## src/common/isa_pkg.sv

```systemverilog
`default_nettype none

package isa_pkg;

    // Core geometry
    localparam int xlen           = 32;
    localparam int reg_count      = 32;
    localparam int reg_addr_width = 5;

    localparam logic [xlen-1:0] reset_pc = 32'h30000000;

    // --------------------------------------------------
    // Major opcodes
    // --------------------------------------------------
    localparam logic [6:0] op_imm    = 7'b0010011;
    localparam logic [6:0] op_reg    = 7'b0110011;
    localparam logic [6:0] op_lui    = 7'b0110111;
    localparam logic [6:0] op_branch = 7'b1100011;
    localparam logic [6:0] op_jal    = 7'b1101111;
    localparam logic [6:0] op_system = 7'b1110011;

    // Function codes
    localparam logic [2:0] f3_add_sub = 3'b000;
    localparam logic [2:0] f3_xor     = 3'b100;
    localparam logic [2:0] f3_or      = 3'b110;
    localparam logic [2:0] f3_and     = 3'b111;
    localparam logic [2:0] f3_beq     = 3'b000;
    localparam logic [2:0] f3_bne     = 3'b001;

    localparam logic [6:0] f7_base = 7'b0000000;
    localparam logic [6:0] f7_sub  = 7'b0100000;

    // The only system instruction we accept
    localparam logic [31:0] inst_ebreak = 32'h00100073;

    // --------------------------------------------------
    // ALU operations and instruction kinds
    // --------------------------------------------------
    typedef enum logic [2:0] {
        alu_add,
        alu_sub,
        alu_and,
        alu_or,
        alu_xor,
        alu_pass_b
    } alu_op_t;

    localparam int kind_width = 3;

    localparam logic [kind_width-1:0] kind_alu_reg = 3'd0;
    localparam logic [kind_width-1:0] kind_alu_imm = 3'd1;
    localparam logic [kind_width-1:0] kind_lui     = 3'd2;
    localparam logic [kind_width-1:0] kind_beq     = 3'd3;
    localparam logic [kind_width-1:0] kind_bne     = 3'd4;
    localparam logic [kind_width-1:0] kind_jal     = 3'd5;
    localparam logic [kind_width-1:0] kind_ebreak  = 3'd6;

endpackage

`default_nettype wire

```

## src/common/bus_pkg.sv

```systemverilog
`default_nettype none

package bus_pkg;

    // AXI4 read channel widths
    localparam int addr_width = 32;
    localparam int data_width = 32;

    // Read response codes
    localparam logic [1:0] resp_okay = 2'b00;

endpackage

`default_nettype wire

```

## src/fetch/fetch_unit.sv

```systemverilog
`default_nettype none

module fetch_unit (
    input  logic                           clock,
    input  logic                           reset,
    // AXI4 read address channel
    output logic                           arvalid,
    input  logic                           arready,
    output logic [bus_pkg::addr_width-1:0] araddr,
    // AXI4 read data channel
    input  logic                           rvalid,
    output logic                           rready,
    input  logic [bus_pkg::data_width-1:0] rdata,
    input  logic [1:0]                     rresp,
    // Handoff to decode
    output logic                           fetch_valid,
    input  logic                           decode_ready,
    output logic [isa_pkg::xlen-1:0]       fetch_pc,
    output logic [isa_pkg::xlen-1:0]       fetch_inst,
    output logic                           fetch_error,
    // Next pc from execute
    input  logic                           resolve,
    input  logic                           redirect,
    input  logic [isa_pkg::xlen-1:0]       redirect_pc,
    input  logic                           halt_req
);

    import isa_pkg::*;
    import bus_pkg::*;

    typedef enum logic [2:0] {
        st_request,
        st_wait_data,
        st_hold,
        st_wait_resolve,
        st_stopped
    } state_t;

    state_t          state;
    logic [xlen-1:0] pc;

    // Handshake outputs straight from the state
    assign arvalid     = (state == st_request);
    assign rready      = (state == st_wait_data);
    assign fetch_valid = (state == st_hold);
    assign araddr      = pc;
    assign fetch_pc    = pc;

    always_ff @(posedge clock) begin
        if (reset) begin
            state <= st_request;
            pc    <= reset_pc;
        end else begin
            case (state)
                st_request:
                    if (arready) state <= st_wait_data;
                st_wait_data:
                    if (rvalid) state <= st_hold;
                st_hold:
                    if (decode_ready) state <= st_wait_resolve;
                st_wait_resolve:
                    if (resolve) begin
                        if (halt_req) begin
                            state <= st_stopped;
                        end else begin
                            state <= st_request;
                            pc    <= redirect ? redirect_pc : pc + 32'd4;
                        end
                    end
                default:
                    state <= st_stopped;
            endcase
        end
    end

    // Instruction word and its response status
    always_ff @(posedge clock) begin
        if (state == st_wait_data && rvalid) begin
            fetch_inst  <= rdata;
            fetch_error <= (rresp != resp_okay);
        end
    end

endmodule

`default_nettype wire

```

## src/verilog/decode_unit.sv

```systemverilog
`default_nettype none

module decode_unit (
    input  logic                                 clock,
    input  logic                                 reset,
    input  logic                                 fetch_valid,
    output logic                                 decode_ready,
    input  logic [isa_pkg::xlen-1:0]             fetch_pc,
    input  logic [isa_pkg::xlen-1:0]             fetch_inst,
    input  logic                                 fetch_error,
    output logic [isa_pkg::reg_addr_width-1:0]   rs1_addr,
    output logic [isa_pkg::reg_addr_width-1:0]   rs2_addr,
    input  logic [isa_pkg::xlen-1:0]             rs1_data,
    input  logic [isa_pkg::xlen-1:0]             rs2_data,
    output logic                                 ex_valid,
    output logic [isa_pkg::xlen-1:0]             ex_pc,
    output isa_pkg::alu_op_t                     ex_alu_op,
    output logic [isa_pkg::xlen-1:0]             ex_a,
    output logic [isa_pkg::xlen-1:0]             ex_b,
    output logic [isa_pkg::xlen-1:0]             ex_imm,
    output logic [isa_pkg::reg_addr_width-1:0]   ex_rd,
    output logic                                 ex_we,
    output logic [isa_pkg::kind_width-1:0]       ex_kind,
    output logic                                 ex_illegal
);

    import isa_pkg::*;

    logic [6:0]            opcode;
    logic [2:0]            funct3;
    logic [6:0]            funct7;
    logic [xlen-1:0]       imm_i, imm_u, imm_b, imm_j, imm;
    logic [kind_width-1:0] kind;
    alu_op_t               alu_op;
    logic                  we;
    logic                  bad_enc;
    logic                  handoff;

    assign opcode   = fetch_inst[6:0];
    assign funct3   = fetch_inst[14:12];
    assign funct7   = fetch_inst[31:25];
    assign rs1_addr = fetch_inst[19:15];
    assign rs2_addr = fetch_inst[24:20];

    // Immediate formats
    assign imm_i = {{20{fetch_inst[31]}}, fetch_inst[31:20]};
    assign imm_u = {fetch_inst[31:12], 12'b0};
    assign imm_b = {{20{fetch_inst[31]}}, fetch_inst[7], fetch_inst[30:25],
                    fetch_inst[11:8], 1'b0};
    assign imm_j = {{12{fetch_inst[31]}}, fetch_inst[19:12], fetch_inst[20],
                    fetch_inst[30:21], 1'b0};

    always_comb begin
        kind    = kind_ebreak;
        alu_op  = alu_add;
        imm     = imm_i;
        we      = 1'b0;
        bad_enc = 1'b0;
        case (opcode)
            op_imm: begin
                kind    = kind_alu_imm;
                we      = 1'b1;
                bad_enc = (funct3 != f3_add_sub);
            end
            op_reg: begin
                kind = kind_alu_reg;
                we   = 1'b1;
                if (funct3 == f3_add_sub && funct7 == f7_base) alu_op = alu_add;
                else if (funct3 == f3_add_sub && funct7 == f7_sub) alu_op = alu_sub;
                else if (funct3 == f3_and && funct7 == f7_base) alu_op = alu_and;
                else if (funct3 == f3_or && funct7 == f7_base) alu_op = alu_or;
                else if (funct3 == f3_xor && funct7 == f7_base) alu_op = alu_xor;
                else bad_enc = 1'b1;
            end
            op_lui: begin
                kind   = kind_lui;
                alu_op = alu_pass_b;
                imm    = imm_u;
                we     = 1'b1;
            end
            op_branch: begin
                kind    = (funct3 == f3_bne) ? kind_bne : kind_beq;
                imm     = imm_b;
                bad_enc = (funct3 != f3_beq) && (funct3 != f3_bne);
            end
            op_jal: begin
                kind = kind_jal;
                imm  = imm_j;
                we   = 1'b1;
            end
            op_system: bad_enc = (fetch_inst != inst_ebreak);
            default:   bad_enc = 1'b1;
        endcase
    end

    // One instruction deep and drained the cycle after it arrives
    assign decode_ready = !ex_valid;
    assign handoff      = fetch_valid && decode_ready;

    always_ff @(posedge clock) begin
        if (reset) ex_valid <= 1'b0;
        else       ex_valid <= handoff;
    end

    always_ff @(posedge clock) begin
        if (handoff) begin
            ex_pc      <= fetch_pc;
            ex_alu_op  <= alu_op;
            ex_a       <= rs1_data;
            ex_b       <= rs2_data;
            ex_imm     <= imm;
            ex_rd      <= fetch_inst[11:7];
            ex_kind    <= kind;
            ex_illegal <= bad_enc || fetch_error;
            ex_we      <= we && !bad_enc && !fetch_error;
        end
    end

endmodule

`default_nettype wire

```

## src/verilog/execute_unit.sv

```systemverilog
`default_nettype none

module execute_unit (
    input  logic                               clock,
    input  logic                               reset,
    input  logic                               ex_valid,
    input  logic [isa_pkg::xlen-1:0]           ex_pc,
    input  isa_pkg::alu_op_t                   ex_alu_op,
    input  logic [isa_pkg::xlen-1:0]           ex_a,
    input  logic [isa_pkg::xlen-1:0]           ex_b,
    input  logic [isa_pkg::xlen-1:0]           ex_imm,
    input  logic [isa_pkg::reg_addr_width-1:0] ex_rd,
    input  logic                               ex_we,
    input  logic [isa_pkg::kind_width-1:0]     ex_kind,
    input  logic                               ex_illegal,
    output logic                               resolve,
    output logic                               redirect,
    output logic [isa_pkg::xlen-1:0]           redirect_pc,
    output logic                               halt_req,
    output logic                               wb_valid,
    output logic [isa_pkg::xlen-1:0]           wb_pc,
    output logic [isa_pkg::reg_addr_width-1:0] wb_rd,
    output logic                               wb_we,
    output logic [isa_pkg::xlen-1:0]           wb_data,
    output logic                               illegal
);

    import isa_pkg::*;

    logic [xlen-1:0] operand_b;
    logic [xlen-1:0] alu_out;
    logic [xlen-1:0] result;
    logic            taken;
    logic            wb_illegal;

    // Second operand is rs2 only for register-register ops
    assign operand_b = (ex_kind == kind_alu_reg) ? ex_b : ex_imm;

    always_comb begin
        case (ex_alu_op)
            alu_sub:    alu_out = ex_a - operand_b;
            alu_and:    alu_out = ex_a & operand_b;
            alu_or:     alu_out = ex_a | operand_b;
            alu_xor:    alu_out = ex_a ^ operand_b;
            alu_pass_b: alu_out = operand_b;
            default:    alu_out = ex_a + operand_b;
        endcase
    end

    // jal links pc+4 and everything else writes the ALU output
    assign result = (ex_kind == kind_jal) ? ex_pc + 32'd4 : alu_out;

    assign taken = (ex_kind == kind_jal)
                || (ex_kind == kind_beq && ex_a == ex_b)
                || (ex_kind == kind_bne && ex_a != ex_b);

    always_ff @(posedge clock) begin
        if (reset) begin
            resolve  <= 1'b0;
            wb_valid <= 1'b0;
            halt_req <= 1'b0;
        end else begin
            resolve  <= ex_valid;
            wb_valid <= ex_valid;
            halt_req <= ex_valid && (ex_illegal || ex_kind == kind_ebreak);
        end
    end

    always_ff @(posedge clock) begin
        if (ex_valid) begin
            redirect    <= taken && !ex_illegal;
            redirect_pc <= ex_pc + ex_imm;
            wb_pc       <= ex_pc;
            wb_rd       <= ex_rd;
            wb_we       <= ex_we;
            wb_data     <= result;
            wb_illegal  <= ex_illegal;
        end
    end

    // Sticky and lined up with the halting commit
    always_ff @(posedge clock) begin
        if (reset) illegal <= 1'b0;
        else if (wb_valid && wb_illegal) illegal <= 1'b1;
    end

endmodule

`default_nettype wire

```

## src/verilog/result_unit.sv

```systemverilog
`default_nettype none

module result_unit (
    input  logic                               clock,
    input  logic                               reset,
    input  logic                               wb_valid,
    input  logic [isa_pkg::xlen-1:0]           wb_pc,
    input  logic [isa_pkg::reg_addr_width-1:0] wb_rd,
    input  logic                               wb_we,
    input  logic [isa_pkg::xlen-1:0]           wb_data,
    input  logic                               halt_req,
    input  logic [isa_pkg::reg_addr_width-1:0] rs1_addr,
    input  logic [isa_pkg::reg_addr_width-1:0] rs2_addr,
    output logic [isa_pkg::xlen-1:0]           rs1_data,
    output logic [isa_pkg::xlen-1:0]           rs2_data,
    output logic                               commit_valid,
    output logic [isa_pkg::xlen-1:0]           commit_pc,
    output logic [isa_pkg::reg_addr_width-1:0] commit_rd,
    output logic [isa_pkg::xlen-1:0]           commit_data,
    output logic                               halted
);

    import isa_pkg::*;

    // x0 has no storage
    logic [xlen-1:0] regs [1:reg_count-1];

    assign rs1_data = (rs1_addr == '0) ? '0 : regs[rs1_addr];
    assign rs2_data = (rs2_addr == '0) ? '0 : regs[rs2_addr];

    always_ff @(posedge clock) begin
        if (reset) begin
            for (int i = 1; i < reg_count; i++) regs[i] <= '0;
        end else if (wb_valid && wb_we && wb_rd != '0) begin
            regs[wb_rd] <= wb_data;
        end
    end

    // --------------------------------------------------
    // Commit report
    // --------------------------------------------------
    always_ff @(posedge clock) begin
        if (reset) begin
            commit_valid <= 1'b0;
            halted       <= 1'b0;
        end else begin
            commit_valid <= wb_valid;
            if (wb_valid && halt_req) halted <= 1'b1;
        end
    end

    always_ff @(posedge clock) begin
        if (wb_valid) begin
            commit_pc   <= wb_pc;
            commit_rd   <= wb_we ? wb_rd : '0;
            commit_data <= wb_we ? wb_data : '0;
        end
    end

endmodule

`default_nettype wire

```

## src/verilog/core_top.sv

```systemverilog
`default_nettype none

module core_top (
    input  logic                               clock,
    input  logic                               reset,
    output logic                               arvalid,
    input  logic                               arready,
    output logic [bus_pkg::addr_width-1:0]     araddr,
    input  logic                               rvalid,
    output logic                               rready,
    input  logic [bus_pkg::data_width-1:0]     rdata,
    input  logic [1:0]                         rresp,
    output logic                               commit_valid,
    output logic [isa_pkg::xlen-1:0]           commit_pc,
    output logic [isa_pkg::reg_addr_width-1:0] commit_rd,
    output logic [isa_pkg::xlen-1:0]           commit_data,
    output logic                               halted,
    output logic                               illegal
);

    import isa_pkg::*;

    // Fetch to decode
    logic                      fetch_valid, decode_ready, fetch_error;
    logic [xlen-1:0]           fetch_pc, fetch_inst;
    // Execute to fetch
    logic                      resolve, redirect, halt_req;
    logic [xlen-1:0]           redirect_pc;
    // Decode to execute
    logic                      ex_valid, ex_we, ex_illegal;
    logic [xlen-1:0]           ex_pc, ex_a, ex_b, ex_imm;
    alu_op_t                   ex_alu_op;
    logic [reg_addr_width-1:0] ex_rd;
    logic [kind_width-1:0]     ex_kind;
    // Execute to result, register reads
    logic                      wb_valid, wb_we;
    logic [xlen-1:0]           wb_pc, wb_data, rs1_data, rs2_data;
    logic [reg_addr_width-1:0] wb_rd, rs1_addr, rs2_addr;

    fetch_unit fetch_i (.*);

    decode_unit decode_i (.*);

    execute_unit execute_i (.*);

    result_unit result_i (.*);

endmodule

`default_nettype wire

```

## config.mk

```make
export PLATFORM = sky130hd
export DESIGN_NAME = core_top
export DESIGN_NICKNAME = d
export VERILOG_FILES = /design/src/common/isa_pkg.sv /design/src/common/bus_pkg.sv /design/src/fetch/fetch_unit.sv /design/src/verilog/decode_unit.sv /design/src/verilog/execute_unit.sv /design/src/verilog/result_unit.sv /design/src/verilog/core_top.sv
export SDC_FILE = /design/constraint.sdc
export NUM_CORES = 2
export LEC_CHECK = 0
export BUFFER_PORTS_ARGS = -buffer_cell sky130_fd_sc_hd__buf_2
export CAP_MARGIN = 20
export CORE_UTILIZATION = 25
export DETAILED_ROUTE_END_ITERATION = 10
export PLACE_DENSITY = 0.38
export SLEW_MARGIN = 20
export SYNTH_ARGS = -nofsm -noshare
export SYNTH_HDL_FRONTEND = slang
export SYNTH_SLANG_ARGS = --single-unit
```

## constraint.sdc

```tcl
create_clock -name clock -period 17.95 [get_ports clock]
set_input_delay 3.59 -clock clock [delete_from_list [all_inputs] [get_ports clock]]
set_output_delay 3.59 -clock clock [all_outputs]
set_load 0.05 [all_outputs]
```

==> results.md <==
- Outcome: finished, violations left
- Failing checks: antenna violations
- Final min period: 6743 ps
- First-pass GRT wire length: 387,000 µm
- Nets: 5,398
- Crit Path Max Fanout: 33
- Predominant post-synthesis flop cell: edfxtp_1
- Setup TNS: 0 ps
- Cells after Synth: 5,184
- CTS Buffer Depth: 4
- Clock group share of total power: 43.2%
- Area leader, netlist: edfxtp_1
- Slew Viols, Final: 0
- Vias in the first global route: 45,400
- Detail Route Antenna Nets: 1
- Commonest non-fill, non-tap cell in the layout: edfxtp_1
- Area share of fa/ha/maj cells after synthesis: 2.152%
- Die extent in x: 550.1 µm
- Commonest cells after routing, fill and taps aside: edfxtp_1, and2_1, mux4_2, nor2_1, clkbuf_16
- Max Clock Freq: 148.3 MHz
- Clock Tree Root: clkbuf_16
- CTS Buf Count: 181
- Max_cap viols: 0
- DRC: 0
- Seq pwr share: 47.4%
- Hold Fails Final Rpt: 0
- Combinational power share: 9.4%
- Worst Path Required: 18,410 ps
- Clk Latency, worst-skew pair: 880 ps
- Routed vias/inst: 4.871
- XOR/XNOR share of the synthesized area: 1.691%
- Setup WS post-layout: 11,210 ps
- Top cell type's share of synthesized area: 54.82%
- TritonRoute pass-1 iters: 7
- CTS H-tree depth: 4
- Crit path kind: input port to flip-flop
- Postcts setup bufs: 0
- Syn. warnings: 0
- Vias: 45,410
- Port Buffers: 143
- Cell Area, Synth: 75,100 µm²
- Total power: 8.037 mW
- CTS sink cnt: 1,412
- Mux cell area share after synthesis: 20.28%
- Largest cells by area after synthesis: edfxtp_1, mux4_2, and2_1, ha_1, clkbuf_1
- Startpoint types: input port
- Area Growth Syn to Fin: 14.45%
- Pre-CTS setup slack: 10,400 ps
- CP endpoint kind: flip-flop
- Sequential area share after synthesis: 55.91%
- Post-synth EDFFs: 1,371
- Post-synth ARST share: 0%
- Die height: 550.1 µm
- Post-synthesis simple-gate area fraction: 12.86%
- CP arrival: 7200 ps
- Drt initial violations: 4,263
- Row Count: 200
- Syn Area/Cell: 14.49 µm²
- Leakage power: 29.97 nW
- Dpl hpwl: 192,700 µm
- Initial core utilization: 25.22%
- Layout cell share with drive strength beyond 1: 22.88%
- Sw Ratio: 25.34%
- Worst min-delay path class: flip-flop to flip-flop
- Initial antenna violation count: 32
- Maximum VDD drop: 65.87 µV
- Boundary pin count: 144
- Post-cts sizing count: 0
- Seq cells post-synth: 1,412
- Net Sw Power: 2.036 mW
- Core Util, Final: 28.86%
- CTS tree: yes
- Die ar.: 302,600 µm²
- Worst-path clk slew: 60 ps
- Internal: 6.001 mW
- Worst-case hold slack: 414.7 ps
- Hold_buf cts: 0
- Final Cycle Share: 37.56%
- Routed WL: 280,500 µm
- Remaining global-route overflow: 0
- GP Congestion: 0.8461
- Complex-gate fraction of the synthesized area: 4.281%
- Final setup vio count: 0
- Unrepaired setup endpoints after global routing: no
- Setup Skew: 86.74 ps
- Largest net degree at the start of global routing: 142
- Synth cell types: 85
- WL per Instance: 30.09 µm
- Largest family of logic cells by synthesized area: multiplexers
- Worst slew pin tran: 1165 ps
- Pwr dens: 93.51 nW/µm²
- Core Area: 297,800 µm²
- Slew HR: 22.07%
- GRT Overall Usage: 18.31%
-- cell usage after synthesis (25+ instances only) --
cell and number:
a211oi_1 25, a21o_1 41, a21oi_1 160, and2_1 1049, buf_1 64, clkbuf_1 357
dfxtp_1 41, edfxtp_1 1371, ha_1 126, inv_1 131, mux2i_1 79, mux4_2 637
nand2_1 165, nand3_1 59, nand4_1 26, nor2_1 226, nor3_1 37, o21ai_0 123
or2_2 36, xnor2_1 112, xor2_1 33
-- power by group through the flow --
stage               sequential, mW  clock (mW)  combinational, mW
finish                        3.81        3.47              0.758
global route                  3.82        3.67              0.803
CTS                           3.81        3.56              0.766
detailed placement            3.88           0              0.764
global placement              3.88           0              0.762
floorplan                     3.85           0              0.459
-- routing by layer --
metal  GRT usage [%]  wire length (µm)  part of all wire (%)  vias to the layer above
met4           4.066              6432                   2.3                        0
met5               0                 0                     0                        -
met2           29.09            128500                    46                     1257
li1                -                 -                     -                    19810
met3           2.471             13770                   4.9                      288
met1           26.43            131700                    47                    24050
-- cells by family after synthesis --
logic type / after synthesis
muxes: 722
xor gates and xnor gates: 145
adders and majority gates: 128
other: 1
buffers and inverters: 561
and+or+nand+nor: 1704
AOI/OAI and AO/OA: 511
DFF: 1412
-- worst paths after layout --
path	start	end	slack, ps	cells past startpoint
setup / recovery	reset	result_i.regs[20][31]	11210	6
setup reg to reg	decode_i.ex_kind[0]	execute_i.wb_data[28]	12240	17
hold / removal	execute_i.wb_pc[8]	result_i.commit_pc[8]	410	0
hold reg to reg	execute_i.wb_pc[8]	result_i.commit_pc[8]	410	0
-- through the flow --
| step | instance area (µm²) | cells |
|---|---|---|
| floorplan | 75220 | 5215 |
| global placement | 80480 | 8987 |
| detailed placement | 80510 | 8988 |
| CTS | 85890 | 9297 |
| global route | 85900 | 9300 |
| finish | 85950 | 9322 |
-- worst max-delay path, stage by stage --
cell and delay, ps:
buf_2 310, nor2b_1 360, nor2b_1 250, nand3_1 760
nor2_4 970, or2_2 870
-- state kept, by name, indices dropped and copies added (netlist names), 3 cells and up --
signal	flops
decode_i.ex_pc	32
result_i.commit_rd	5
decode_i.ex_a	32
decode_i.ex_imm	32
decode_i.ex_kind	3
execute_i.wb_pc	32
fetch_i.araddr	32
execute_i.redirect_pc	32
execute_i.wb_rd	5
decode_i.ex_b	32
fetch_i.fetch_inst	32
fetch_i.state	3
result_i.commit_data	32
result_i.commit_pc	32
result_i.regs	1024
decode_i.ex_alu_op	3
decode_i.ex_rd	5
execute_i.wb_data	32
-- layout make-up --
cell class / count / area (µm²)
antenna: 25 / 62.56
clock buffer: 242 / 4820
clock inverter: 67 / 564.3
fill: 29880 / 211800
inverter: 134 / 503.0
multi-input combinational: 3242 / 31410
sequential: 1412 / 42000
tap: 3939 / 4928
timing repair buffer: 261 / 1664
Power figures use the tool's default switching activity.
